### config.mk
export PLATFORM = sky130hd
export DESIGN_NAME = cd_rx_top
export DESIGN_NICKNAME = d
export VERILOG_FILES = /design/src/hw/cd_frame_pkg.sv /design/src/hw/cd_phy_pkg.sv /design/src/hw/cd_rx_top.sv /design/src/hw/rx_bit_timer.sv /design/src/hw/rx_bytes.sv /design/src/hw/rx_pp_ram.sv /design/src/hw/rx_ser.sv
export SDC_FILE = /design/constraint.sdc
export NUM_CORES = 2
export LEC_CHECK = 0
export ABC_CLOCK_PERIOD_IN_PS = 9970
export BUFFER_PORTS_ARGS = -buffer_cell sky130_fd_sc_hd__buf_2
export CORE_MARGIN = 4
export CORE_UTILIZATION = 30
export CTS_BUF_LIST = sky130_fd_sc_hd__clkbuf_8
export DETAILED_ROUTE_END_ITERATION = 6
export SYNTH_ARGS = -nofsm -noshare
export SYNTH_HDL_FRONTEND = slang
export SYNTH_SLANG_ARGS = --single-unit
### constraint.sdc
create_clock -name clk -period 9.97 [get_ports clk]
set_clock_uncertainty 0.15 [all_clocks]
set_input_delay 0.997 -clock clk [delete_from_list [all_inputs] [get_ports clk]]
set_output_delay 0.997 -clock clk [all_outputs]
set_load 0.01 [all_outputs]
### src/hw/cd_frame_pkg.sv
// frame-level types for the receive path
// address, length, flags and byte counter widths
// broadcast address and frame overhead constants
// write port bundle from the frame FSM to the page buffer

package cd_frame_pkg;

    typedef logic [7:0] addr_t;      // node address
    typedef logic [7:0] len_t;       // data length field
    typedef logic [7:0] flags_t;     // 0: good frame, else rx byte count
    typedef logic [7:0] buf_addr_t;  // byte offset within a page
    typedef logic [8:0] byte_cnt_t;  // extra bit shows overflow past 255

    // matches any node
    localparam addr_t BROADCAST_ADDR = 8'hff;

    // src, dst, len, crc_l, crc_h
    localparam int FRAME_OVERHEAD = 5;

    typedef struct packed {
        logic [7:0] wr_byte;  // byte from the deserializer
        buf_addr_t  wr_addr;
        logic       wr_clk;   // one-cycle write strobe
    } wr_port_t;

endpackage

### src/hw/cd_phy_pkg.sv
// serial-side types for the receive path
// bit divider and crc widths
// idle rule and crc-16 constants
// byte strobe bundle from the deserializer

package cd_phy_pkg;

    typedef logic [15:0] div_t;  // clocks per bit
    typedef logic [15:0] crc_t;  // crc-16 value

    // high bit times before the line counts as idle
    localparam int IDLE_BITS = 10;

    localparam crc_t CRC_INIT = 16'hffff;
    localparam crc_t CRC_POLY = 16'ha001;  // modbus, reflected

    typedef struct packed {
        logic [7:0] data;
        crc_t       crc;     // running crc, includes data
        logic       strobe;  // one cycle per byte
    } ser_byte_t;

endpackage

### src/hw/cd_rx_top.sv
// receive path top level
// bit timer, deserializer, frame FSM and ping-pong buffer

`timescale 1ns/1ns

module cd_rx_top (
    input  logic                    clk,
    input  logic                    reset_n,
    input  logic                    rx,
    input  cd_phy_pkg::div_t        baud_div,
    input  cd_frame_pkg::addr_t     filter,
    input  logic                    user_crc,
    input  logic                    not_drop,
    input  logic                    abort,
    output logic                    error,
    input  cd_frame_pkg::buf_addr_t rd_addr,
    input  logic                    rd_done,
    output logic [7:0]              rd_byte,
    output cd_frame_pkg::flags_t    rd_flags,
    output logic                    rd_ready,
    output logic                    rx_lost
);
    import cd_phy_pkg::*;
    import cd_frame_pkg::*;

    logic      sample_tick;
    logic      hunt;
    logic      bus_idle;
    logic      force_wait_idle;
    ser_byte_t ser;
    wr_port_t  wr;
    flags_t    wr_flags;
    logic      switch;

    rx_bit_timer u_rx_bit_timer (
        .clk         (clk),
        .reset_n     (reset_n),
        .rx          (rx),
        .hunt        (hunt),
        .baud_div    (baud_div),
        .sample_tick (sample_tick),
        .bus_idle    (bus_idle)
    );

    rx_ser u_rx_ser (
        .clk             (clk),
        .reset_n         (reset_n),
        .rx              (rx),
        .sample_tick     (sample_tick),
        .force_wait_idle (force_wait_idle),
        .bus_idle        (bus_idle),
        .hunt            (hunt),
        .ser             (ser)
    );

    rx_bytes u_rx_bytes (
        .clk             (clk),
        .reset_n         (reset_n),
        .filter          (filter),
        .user_crc        (user_crc),
        .not_drop        (not_drop),
        .abort           (abort),
        .error           (error),
        .bus_idle        (bus_idle),
        .ser             (ser),
        .force_wait_idle (force_wait_idle),
        .wr              (wr),
        .wr_flags        (wr_flags),
        .switch          (switch)
    );

    rx_pp_ram u_rx_pp_ram (
        .clk      (clk),
        .reset_n  (reset_n),
        .wr       (wr),
        .wr_flags (wr_flags),
        .switch   (switch),
        .rd_addr  (rd_addr),
        .rd_done  (rd_done),
        .rd_byte  (rd_byte),
        .rd_flags (rd_flags),
        .rd_ready (rd_ready),
        .rx_lost  (rx_lost)
    );

endmodule

### src/hw/rx_bit_timer.sv
// bit timer for the serial receiver
// baud divider with phase restart on a start edge
// mid-bit sample tick and idle-line detection

`timescale 1ns/1ns

module rx_bit_timer (
    input  logic             clk,
    input  logic             reset_n,
    input  logic             rx,
    input  logic             hunt,
    input  cd_phy_pkg::div_t baud_div,
    output logic             sample_tick,
    output logic             bus_idle
);
    import cd_phy_pkg::*;

    localparam int IDLE_W = $clog2(IDLE_BITS + 1);

    div_t              div_cnt;
    logic              rx_q;
    logic              start_edge;
    logic              bit_end;
    logic [IDLE_W-1:0] idle_cnt;

    assign start_edge  = hunt && rx_q && !rx;
    assign bit_end     = (div_cnt >= baud_div - 1'b1);
    assign sample_tick = !start_edge && (div_cnt == (baud_div >> 1));

    // phase counter within one bit
    always_ff @(posedge clk or negedge reset_n) begin
        if (!reset_n) begin
            rx_q    <= 1'b1;  // line idles high
            div_cnt <= '0;
        end else begin
            rx_q <= rx;
            if (start_edge) begin
                div_cnt <= div_t'(1);  // edge cycle counts as phase 0
            end else if (bit_end) begin
                div_cnt <= '0;
            end else begin
                div_cnt <= div_cnt + 1'b1;
            end
        end
    end

    // whole bit times of a high line while hunting
    always_ff @(posedge clk or negedge reset_n) begin
        if (!reset_n) begin
            idle_cnt <= '0;
            bus_idle <= 1'b0;
        end else if (!rx) begin
            idle_cnt <= '0;
            bus_idle <= 1'b0;
        end else if (hunt) begin
            if (bit_end && idle_cnt != IDLE_W'(IDLE_BITS)) begin
                idle_cnt <= idle_cnt + 1'b1;
            end
            if (idle_cnt == IDLE_W'(IDLE_BITS)) begin
                bus_idle <= 1'b1;
            end
        end else begin
            idle_cnt <= '0;
        end
    end

endmodule

### src/hw/rx_bytes.sv
// receive frame FSM
// address filter, length latch and byte counting
// crc residue check, error pulse and page switch with flags
// frame: src, dst, len, data bytes, crc_l, crc_h

`timescale 1ns/1ns

module rx_bytes (
    input  logic                   clk,
    input  logic                   reset_n,
    input  cd_frame_pkg::addr_t    filter,
    input  logic                   user_crc,
    input  logic                   not_drop,
    input  logic                   abort,
    output logic                   error,
    input  logic                   bus_idle,
    input  cd_phy_pkg::ser_byte_t  ser,
    output logic                   force_wait_idle,
    output cd_frame_pkg::wr_port_t wr,
    output cd_frame_pkg::flags_t   wr_flags,
    output logic                   switch
);
    import cd_frame_pkg::*;

    typedef enum logic [1:0] {
        INIT = 2'b01,
        DATA = 2'b10
    } state_t;

    state_t    state;
    byte_cnt_t byte_cnt;
    byte_cnt_t last_idx;   // offset of crc_h
    len_t      data_len;
    logic      drop_flag;  // frame not for this node
    buf_addr_t wr_addr_q;
    logic      wr_clk_q;

    function automatic flags_t sat_count(byte_cnt_t cnt);
        return cnt[8] ? flags_t'(8'hff) : cnt[7:0];
    endfunction

    assign last_idx = byte_cnt_t'(data_len) + byte_cnt_t'(FRAME_OVERHEAD - 1);
    assign wr       = '{wr_byte: ser.data, wr_addr: wr_addr_q, wr_clk: wr_clk_q};

    always_ff @(posedge clk or negedge reset_n) begin
        if (!reset_n) begin
            state           <= INIT;
            force_wait_idle <= 1'b0;
        end else begin
            force_wait_idle <= 1'b0;
            case (state)
                INIT: begin
                    force_wait_idle <= !bus_idle;  // resync on the next idle gap
                    state           <= DATA;
                end
                DATA: begin
                    if (switch || error) begin
                        state <= INIT;
                    end
                end
                default: state <= INIT;
            endcase
            if (abort) begin
                state <= INIT;
            end
        end
    end

    always_ff @(posedge clk or negedge reset_n) begin
        if (!reset_n) begin
            error     <= 1'b0;
            switch    <= 1'b0;
            wr_flags  <= '0;
            wr_addr_q <= '0;
            wr_clk_q  <= 1'b0;
            byte_cnt  <= '0;
            data_len  <= '0;
            drop_flag <= 1'b0;
        end else begin
            error    <= 1'b0;
            switch   <= 1'b0;
            wr_clk_q <= 1'b0;
            if (state == INIT) begin
                byte_cnt  <= '0;
                data_len  <= '0;
                drop_flag <= 1'b0;
            end else if (bus_idle) begin
                // truncated frame, a lone byte is treated as noise
                if (byte_cnt > byte_cnt_t'(1) && !drop_flag) begin
                    error <= 1'b1;
                    if (not_drop) begin
                        wr_flags <= sat_count(byte_cnt);
                        switch   <= 1'b1;
                    end
                end
                byte_cnt  <= '0;  // next frame counts from zero
                data_len  <= '0;
                drop_flag <= 1'b0;
            end else if (ser.strobe) begin
                wr_addr_q <= byte_cnt[7:0];
                wr_clk_q  <= !byte_cnt[8];  // page holds 256 bytes
                if (byte_cnt == 9'd0 && ser.data == filter && filter != BROADCAST_ADDR) begin
                    drop_flag <= 1'b1;  // own transmission
                end
                if (byte_cnt == 9'd1 && ser.data != filter && ser.data != BROADCAST_ADDR &&
                    filter != BROADCAST_ADDR) begin
                    drop_flag <= 1'b1;
                end
                if (byte_cnt == 9'd2) begin
                    data_len <= ser.data;
                end
                if (byte_cnt == last_idx && !drop_flag) begin
                    if (ser.crc == '0 || user_crc) begin  // zero residue over crc bytes
                        wr_flags <= '0;
                        switch   <= 1'b1;
                    end else begin
                        error <= 1'b1;
                        if (not_drop) begin
                            wr_flags <= sat_count(byte_cnt + 1'b1);
                            switch   <= 1'b1;
                        end
                    end
                end
                byte_cnt <= byte_cnt + 1'b1;
            end
            if (abort) begin
                error  <= 1'b0;
                switch <= 1'b0;
            end
        end
    end

endmodule

### src/hw/rx_pp_ram.sv
// ping-pong receive buffer
// two byte pages, write page select and page handover
// latched flags, pending page and host read port

`timescale 1ns/1ns

module rx_pp_ram (
    input  logic                   clk,
    input  logic                   reset_n,
    input  cd_frame_pkg::wr_port_t wr,
    input  cd_frame_pkg::flags_t   wr_flags,
    input  logic                   switch,
    input  cd_frame_pkg::buf_addr_t rd_addr,
    input  logic                   rd_done,
    output logic [7:0]             rd_byte,
    output cd_frame_pkg::flags_t   rd_flags,
    output logic                   rd_ready,
    output logic                   rx_lost
);
    import cd_frame_pkg::*;

    localparam int PAGE_BYTES = 2 ** $bits(buf_addr_t);

    logic [7:0] mem [2][PAGE_BYTES];
    logic       sel;      // page being written
    logic       pending;  // read page holds a frame
    logic       rd_free;

    assign rd_free  = !pending || rd_done;
    assign rd_ready = pending;

    always_ff @(posedge clk) begin
        if (wr.wr_clk) begin
            mem[sel][wr.wr_addr] <= wr.wr_byte;
        end
        rd_byte <= mem[~sel][rd_addr];
    end

    always_ff @(posedge clk) begin
        if (switch && rd_free) begin
            rd_flags <= wr_flags;
        end
    end

    always_ff @(posedge clk or negedge reset_n) begin
        if (!reset_n) begin
            sel     <= 1'b0;
            pending <= 1'b0;
            rx_lost <= 1'b0;
        end else begin
            rx_lost <= 1'b0;
            if (rd_done) begin
                pending <= 1'b0;
            end
            if (switch) begin
                if (rd_free) begin
                    sel     <= ~sel;  // written page becomes the read page
                    pending <= 1'b1;
                end else begin
                    rx_lost <= 1'b1;  // host still busy, frame discarded
                end
            end
        end
    end

endmodule

### src/hw/rx_ser.sv
// serial deserializer
// start and stop bit checks, lsb-first shift register
// bitwise crc-16 update and wait-for-idle blocking

`timescale 1ns/1ns

module rx_ser (
    input  logic                  clk,
    input  logic                  reset_n,
    input  logic                  rx,
    input  logic                  sample_tick,
    input  logic                  force_wait_idle,
    input  logic                  bus_idle,
    output logic                  hunt,
    output cd_phy_pkg::ser_byte_t ser
);
    import cd_phy_pkg::*;

    typedef enum logic [1:0] {
        S_HUNT,
        S_DATA,
        S_STOP
    } ser_state_t;

    ser_state_t state;
    logic [2:0] bit_cnt;
    logic [7:0] shift_q;
    crc_t       crc_q;      // crc over the frame so far
    logic       wait_idle;  // start edges blocked until idle

    function automatic crc_t crc_step(crc_t crc_in, logic bit_in);
        crc_t crc_sh;
        crc_sh = crc_in >> 1;
        if (crc_in[0] ^ bit_in) begin
            crc_sh = crc_sh ^ CRC_POLY;
        end
        return crc_sh;
    endfunction

    assign hunt = (state == S_HUNT);

    always_ff @(posedge clk or negedge reset_n) begin
        if (!reset_n) begin
            wait_idle <= 1'b0;
        end else if (bus_idle) begin
            wait_idle <= 1'b0;
        end else if (force_wait_idle) begin
            wait_idle <= 1'b1;
        end
    end

    always_ff @(posedge clk) begin
        if (sample_tick && state == S_DATA) begin
            shift_q <= {rx, shift_q[7:1]};  // lsb arrives first
        end
    end

    always_ff @(posedge clk or negedge reset_n) begin
        if (!reset_n) begin
            state   <= S_HUNT;
            bit_cnt <= '0;
            crc_q   <= CRC_INIT;
            ser     <= '0;
        end else begin
            ser.strobe <= 1'b0;
            if (bus_idle) begin
                crc_q <= CRC_INIT;  // new frame starts after idle
            end
            if (force_wait_idle) begin
                state <= S_HUNT;  // drop any byte in progress
            end else if (sample_tick) begin
                case (state)
                    S_HUNT: begin
                        if (!rx && !wait_idle) begin  // start bit still low at mid-bit
                            state   <= S_DATA;
                            bit_cnt <= '0;
                        end
                    end
                    S_DATA: begin
                        crc_q   <= crc_step(crc_q, rx);
                        bit_cnt <= bit_cnt + 1'b1;
                        if (bit_cnt == 3'd7) begin
                            state <= S_STOP;
                        end
                    end
                    S_STOP: begin
                        state <= S_HUNT;
                        if (rx) begin  // low stop bit drops the byte
                            ser.data   <= shift_q;
                            ser.crc    <= crc_q;
                            ser.strobe <= 1'b1;
                        end
                    end
                    default: state <= S_HUNT;
                endcase
            end
        end
    end

endmodule

After elaboration in Yosys (flattened, before gate mapping)
Memory sizes are Yosys's and may differ from the RTL's.
Index checks and enable logic that the tools add are counted.
{ "classes": {"bitwise": 8, "add_sub_neg": 6, "reduce_logical": 45, "order_cmp": 5, "muxes": 81, "eq_ne": 25} }
{ "op_table": {"columns": ["operator", "count"], "rows": [
  ["2048-bit two-way mux", 1],
  ["8-bit two-way mux", 16],
  ["16-bit two-way mux", 7],
  ["8-bit binary-select mux with 8-bit select", 1],
  ["8-bit demux with 8-bit select", 1],
  ["1-bit two-way mux", 39],
  ["9-bit two-way mux", 3],
  ["9-bit >= comparator (second input constant)", 2],
  ["8-bit inverter with 9-bit output", 2],
  ["16-bit by 1-bit adder with 16-bit output (second input constant)", 1],
  ["16-bit by 15-bit == test with 1-bit output", 1],
  ["16-bit >= comparator", 1],
  ["16-bit logical NOT", 1],
  ["8-bit != test (second input constant)", 2],
  ["16-bit by 1-bit subtractor with 16-bit output (second input constant)", 1],
  ["1-bit logical AND", 15],
  ["2-bit two-way mux", 6],
  ["4-bit two-way mux", 3],
  ["2-bit nonzero test", 5],
  ["8-bit by 3-bit adder with 9-bit output (second input constant)", 1],
  ["9-bit by 1-bit adder with 9-bit output (second input constant)", 1],
  ["9-bit by 1-bit == test with 1-bit output (second input constant)", 1],
  ["9-bit by 2-bit == test with 1-bit output (second input constant)", 1],
  ["9-bit == test", 1],
  ["other kinds (32)", 57]
]} }
{ "totals": {"ramBits": 4096, "register_bits": 136, "n_memories": 1, "wordCells": 198} }
{ "memory_table": {"columns": ["memory", "depth", "word_bits", "read_ports", "rd_clocked_by_memory_dff", "wr", "line_no", "text"], "rows": [
  ["u_rx_pp_ram.mem", 2, 2048, 1, 0, 1, "rx_pp_ram.sv:24", "logic [7:0] mem [2][PAGE_BYTES];"]
]} }

Longest topological paths before layout
{ "depth": {"word_depth": 8, "depth_mapped": 13} }

Cells and area by module
A second synthesis with hierarchy kept.
{ "hier_totals": {"cells_unflattened": 8726, "hier_area_um2": 167617.0} }
{ "modules_own_cells": {"columns": ["mod", "cells_each", "instances", "area_each_um2"], "rows": [
  ["rx_pp_ram", 8084, 1, 160984.4],
  ["rx_bytes", 262, 1, 2519.9],
  ["rx_ser", 159, 1, 2173.3],
  ["rx_bit_timer", 221, 1, 1939.4]
]} }

Worst setup path before layout
Ideal clock, no wire load.
{ "synth_path": {"path_type": "register to register", "from": "register, netlist name u_rx_ser.ser[18]", "to": "memory u_rx_pp_ram.mem[0][1001] (netlist name), data pin", "path_stages_with_launch": 1, "arrival_ns": 6.118, "synth_period_minus_slack_ns": 7.684, "required_time_ns": 8.404, "slack_ns": 2.286, "path_buffers": 0, "path_cell_list": "dfrtp_1"} }
{ "synth_rtl": {"columns": ["item", "line_no"], "rows": [
  ["end, declared", "rx_pp_ram.sv:24"]
]} }
No word-level cell before the write port.

Worst setup path after layout
{ "layout_path": {"from": "register u_rx_pp_ram.sel", "to": "register u_rx_pp_ram.rd_byte[2]"} }
{ "layout_between": {"elab_chain_cells": 5} }
{ "layout_lines": {"columns": ["item", "line_no", "text"], "rows": [
  ["start, declared", "rx_pp_ram.sv:25", "logic sel;"],
  ["start signal, assigned", "rx_pp_ram.sv:57", "sel <= ~sel;"],
  ["1-bit inverter", "rx_pp_ram.sv:36", "rd_byte <= mem[~sel][rd_addr];"],
  ["memory read 2 x 2048 bit", null, null],
  ["8-bit binary-select mux with 8-bit select", "rx_pp_ram.sv:36", null],
  ["8-bit two-way mux (implied by the code) (2 in a row)", "rx_pp_ram.sv:36", null],
  ["end signal, assigned", "rx_pp_ram.sv:36", null],
  ["end, declared", "rx_pp_ram.sv:15", "output logic [7:0] rd_byte,"]
]} }
Every way passes these cells. The select of a mux whose other input is x is not followed.
A chain may end at the register's enable or synchronous reset.

==> flow_results.org <==
** Run status
- Run status :: complete, no violations

** Drt
- Dividing the detail-routed via count by the number of cells gives 5.11.
- The routed layout has 82,700 vias.
- After detailed routing, the total wire length is 430,000 um.
- Wirelength per Cell :: 26.5 um
- Before antenna repair, the detailed router went through 6 iterations.
- Number of DRC violations after detailed-routing iteration 0 :: 9,813
- Final routed DRC violation total :: 0
- The detail route stage leaves a number of antenna-violating nets equal to 0.

** STA
- The count of endpoints failing hold in the final timing report is 0.
- Setup TNS :: 0 ns
- The worst path needs 5.35 ns of the cycle, external delays included.
- Final Setup Violations :: 0
- The number of pins with negative max-slew slack in the final report is 0.
- Static timing analysis puts the maximum clock frequency at 0.187 GHz.
- In the finished design, the share of the clock period the worst path needs comes to 0.537.
- Setup repair after global routing missed its margin :: no
- At the pin with the least slew margin, the transition time is 1.28 ns.
- Tightest slew margin relative to the limit :: 0.136
- Once routing completed, OpenROAD measured the worst setup slack at 4.62 ns.

** Clock network
- Total CTS buffers :: 656
- CTS H-tree lvls :: 6
- After clock tree synthesis, the clock-pin slew on the worst setup and hold paths is 0.06 ns.
- Cells resized by post-CTS repair :: 0
- The clock passes through at most 4 buffers.
- The tree is rooted in a sky130_fd_sc_hd__clkbuf_8.
- Post-CTS timing repair inserted 0 buffers for setup.
- The later pin in the worst-skew pair is clocked with a latency of 1.17 ns.
- CTS tree :: yes
- Counting every sink on the clock net gives 4,232.

** Layout
- In the final layout, the share of cells above drive strength 1 is 0.239.
- Summing all non-filler instances in the final layout gives an area of 186,000 sq um.
- Area growth, synth to finish :: 12.4%
- The filler cells instantiated in the layout total 51,200.
- In the final design database the tool counted 8,503 nets.

** Floorplanning
- Floorplan die width :: 750 um
- Y dimension of the die :: 750 um
- Number of cell rows :: 272
- 58 I/O pins were placed.
- Initial cell density of the core :: 0.301
- In this run the standard cell core region covers 549,000 sq um.
- Overall die area :: 562,000 sq um

** Synth
- Counting flops with a built-in enable in the synthesized netlist gives 4,112.
- Leading register cell type out of synthesis :: sky130_fd_sc_hd__edfxtp_1
- Number of nets in the synthesized netlist :: 8,127
- Number of instances in the synthesized netlist :: 8,061
- Post-synthesis cell area :: 165,000 sq um
- The synthesized design contains 4,232 register bits.
- A synthesized cell averages 20.5 sq um.
- Sequential share of the synthesized area :: 0.766
- Of all flip-flops after synthesis, the portion carrying an async set or reset was 0.0265.
- Number of warnings issued by yosys :: 0
- Distinct cell type count of the synthesized netlist :: 73

** Placement
- Number of port buffers :: 57
- Worst-case setup slack after placement :: 4.60 ns
- Global placer's final weighted congestion :: 0.828
- The wire-length estimate of the detail-placed layout is 261,000 um.
- Cell area reported after detailed placement :: 174,000 sq um

** GRT
- Across every metal layer, demand over resource in global routing totals 0.148.
- Pin count of the biggest net entering global routing :: 193
- Global routing finished with a remaining overflow of 0.
- The initial antenna violation count is 21.
- First-pass GRT wire length :: 617,000 um
- The number of global-route vias before repair was 84,800.

** Setup path
- The worst register-to-register path begins at u_rx_pp_ram.sel.
- At the worst endpoint, the required time is 10.85 ns.
- By startpoint and endpoint, the worst setup path is classified as flop to flop.
- Along the worst path, the maximum fanout reaches 88.
- The worst register-to-register path ends at u_rx_pp_ram.rd_byte[2].
- Setup slack on the worst reg-to-reg path comes out at 4.62 ns.
- For the worst setup path, the data arrival time is 6.23 ns.
- Setup crit end kind :: flop
- Setup crit start :: u_rx_pp_ram.sel
- STA classifies the critical path startpoint as a flop.
- Counting cells, the worst reg-to-reg path comes to 10.

** Power
- Comb power frac :: 0.017
- Part of the total power dissipated in the clock network :: 0.401
- Of the total power, the share spent switching nets is 0.221.
- Cell internal power was estimated by the tool at 25.7 mW.
- Power share of the sequential group :: 0.582
- Switching power total :: 7.31 mW
- Max IR drop VDD :: 0.135 mV
- Summed over all cells, the static leakage comes to 45.7 nW.
- Power per unit of standard cell area :: 178 nW/um^2

** Min path
- Hold Path Class :: input port to flop
- The startpoint identified for the worst hold timing path is filter[4].
- The worst hold path was traced through 5 stages.
- WHS Endpoint :: u_rx_bytes.drop_flag

** Job
- The tool flagged a number of max-cap violations equal to 0.
[power by group through the flow]
stage | clock network (mW) | logic (mW) | registers [mW]
6_report | 13.2 | 0.562 | 19.3
5_1_grt | 14.4 | 0.582 | 19.2
4_1_cts | 13.5 | 0.562 | 19.3
3_5_place_dp | 0 | 0.559 | 19.6
3_3_place_gp | 0 | 0.556 | 19.6
2_1_floorplan | 0 | 0.313 | 19.6
[synthesized netlist by cell type, types with 8 or more instances]
library cell	number	area [sq um]
sky130_fd_sc_hd__edfxtp_1	4112	123000
sky130_fd_sc_hd__mux4_2	1025	23100
sky130_fd_sc_hd__or3_1	9	56.3
sky130_fd_sc_hd__and3_1	10	62.6
sky130_fd_sc_hd__xor2_1	34	298
sky130_fd_sc_hd__mux2_1	10	113
sky130_fd_sc_hd__nand4_1	55	344
sky130_fd_sc_hd__nand3_1	137	686
sky130_fd_sc_hd__buf_4	51	383
sky130_fd_sc_hd__inv_1	23	86.3
sky130_fd_sc_hd__o22ai_1	109	682
sky130_fd_sc_hd__mux2_2	59	664
sky130_fd_sc_hd__mux2i_1	262	2620
sky130_fd_sc_hd__nor4_1	13	81.3
sky130_fd_sc_hd__buf_1	68	255
sky130_fd_sc_hd__ha_1	27	338
sky130_fd_sc_hd__a21o_1	9	67.6
sky130_fd_sc_hd__nand2_1	179	672
sky130_fd_sc_hd__a211oi_1	31	233
sky130_fd_sc_hd__o221ai_1	32	280
sky130_fd_sc_hd__nor2_1	778	2920
sky130_fd_sc_hd__nand2b_1	15	93.8
sky130_fd_sc_hd__a31oi_1	8	50.1
sky130_fd_sc_hd__nor3_1	31	155
sky130_fd_sc_hd__dfstp_2	18	473
sky130_fd_sc_hd__dfrtp_1	94	2350
sky130_fd_sc_hd__a21oi_1	154	771
sky130_fd_sc_hd__clkbuf_1	236	886
sky130_fd_sc_hd__buf_2	126	631
sky130_fd_sc_hd__dfxtp_1	8	160
sky130_fd_sc_hd__o21ai_0	214	1070
sky130_fd_sc_hd__xnor2_1	37	324
sky130_fd_sc_hd__nor2b_1	16	100
[layout by cell type, fill, tap and decap left out, types with 37 or more instances in the layout]
cell / count
sky130_fd_sc_hd__nor2_1: 776
sky130_fd_sc_hd__mux2i_1: 262
sky130_fd_sc_hd__a21oi_1: 154
sky130_fd_sc_hd__nand4_1: 55
sky130_fd_sc_hd__mux4_2: 1025
sky130_fd_sc_hd__edfxtp_1: 4112
sky130_fd_sc_hd__inv_1: 238
sky130_fd_sc_hd__dfrtp_1: 85
sky130_fd_sc_hd__xnor2_1: 37
sky130_fd_sc_hd__buf_2: 53
sky130_fd_sc_hd__clkinv_1: 148
sky130_fd_sc_hd__clkinv_2: 56
sky130_fd_sc_hd__clkbuf_8: 659
sky130_fd_sc_hd__o21ai_0: 213
sky130_fd_sc_hd__buf_4: 126
sky130_fd_sc_hd__nand3_1: 129
sky130_fd_sc_hd__o22ai_1: 109
sky130_fd_sc_hd__nand2_1: 173
sky130_fd_sc_hd__mux2_2: 59
[area by class of cell]
type | count | area (sq um) | area share
multi-input cells | 3317 | 36400 | 0.196
inverters | 23 | 95.1 | 0.000513
diodes | 6 | 15.0 | 0.0000809
well taps | 7261 | 9080 | 0.0490
flip-flops and latches | 4232 | 126000 | 0.682
clock inverters | 487 | 2590 | 0.0140
clock buffers | 659 | 9070 | 0.0489
repair buffers | 207 | 1720 | 0.00925
[metrics by stage]
stage	cells	hold WS [ns]	power (mW)	utilization
finish	16200	0.228	33.1	0.338
global route	16200	0.182	34.2	0.338
detailed placement	15000	0.277	20.2	0.317
global placement	15000	0.272	20.2	0.317
floorplan	8061	0.268	19.9	-
CTS	16200	0.0862	33.3	0.338
[flip-flops by register name, summed over array words and instances (netlist names), 2 cells and up]
name	cells
u_rx_ser.state	2
u_rx_ser.ser	25
u_rx_bytes.wr_flags	8
u_rx_bytes.byte_cnt	9
u_rx_ser.crc_q	16
u_rx_pp_ram.mem	4096
u_rx_ser.shift_q	8
u_rx_bit_timer.div_cnt	16
u_rx_bytes.state	2
u_rx_bit_timer.idle_cnt	4
u_rx_bytes.data_len	8
u_rx_pp_ram.rd_flags	8
u_rx_pp_ram.rd_byte	8
u_rx_ser.bit_cnt	3
u_rx_bytes.wr_addr_q	8
[what timing repair did]
| action | 4_1_cts | 5_1_grt |
|---|---|---|
| hold endpoints to repair | 59 | 0 |
| endpoints found under the setup margin | 0 | 0 |
| hold buffers | 5 | 0 |
[layer usage]
layer  vias up  part of all wire  routed length, um  global-route usage
met2      3914              0.47             203000               0.235
met1     44100              0.40             173000               0.200
met3       742             0.090              38500              0.0348
met4        12             0.035              14900              0.0516
met5         -           0.00022                 93                   0
li1      33900                 -                  -                   -
[worst max-delay path, cell delays in order (launching register included)]
cell and delay (ns):
sky130_fd_sc_hd__dfrtp_4 0.74, sky130_fd_sc_hd__buf_12 0.49, sky130_fd_sc_hd__buf_12 0.62, sky130_fd_sc_hd__buf_4 0.76, sky130_fd_sc_hd__mux4_2 0.58, sky130_fd_sc_hd__o21ai_0 0.19
sky130_fd_sc_hd__a21oi_1 0.11, sky130_fd_sc_hd__nand3_1 0.20, sky130_fd_sc_hd__nand4_1 0.25, sky130_fd_sc_hd__nor2_1 0.70, sky130_fd_sc_hd__nor3_1 0.13
[worst max path at each step]
stage                                          end
final                       u_rx_pp_ram.rd_byte[2]
after global placement      u_rx_pp_ram.rd_byte[6]
after CTS                   u_rx_pp_ram.rd_byte[6]
after floorplan           u_rx_pp_ram.mem[0][1001]
after global routing        u_rx_pp_ram.rd_byte[5]
after detailed placement    u_rx_pp_ram.rd_byte[6]
[kinds of logic (layout without fill, tap and decap cells)]
family | after synthesis | after routing | synth area share
AO/OA/AOI/OAI | 585 | 585 | 0.0206
XOR/XNOR | 71 | 71 | 0.00377
adder cells (fa/ha/maj) | 27 | 27 | 0.00205
buffers and inverters | 512 | 1376 | 0.0141
flip-flops | 4232 | 4232 | 0.766
multiplexers | 1356 | 1356 | 0.160
other | 0 | 6 | 0
AND/OR/NAND/NOR | 1278 | 1278 | 0.0332
No activity file was read; power rests on OpenSTA's default activity.
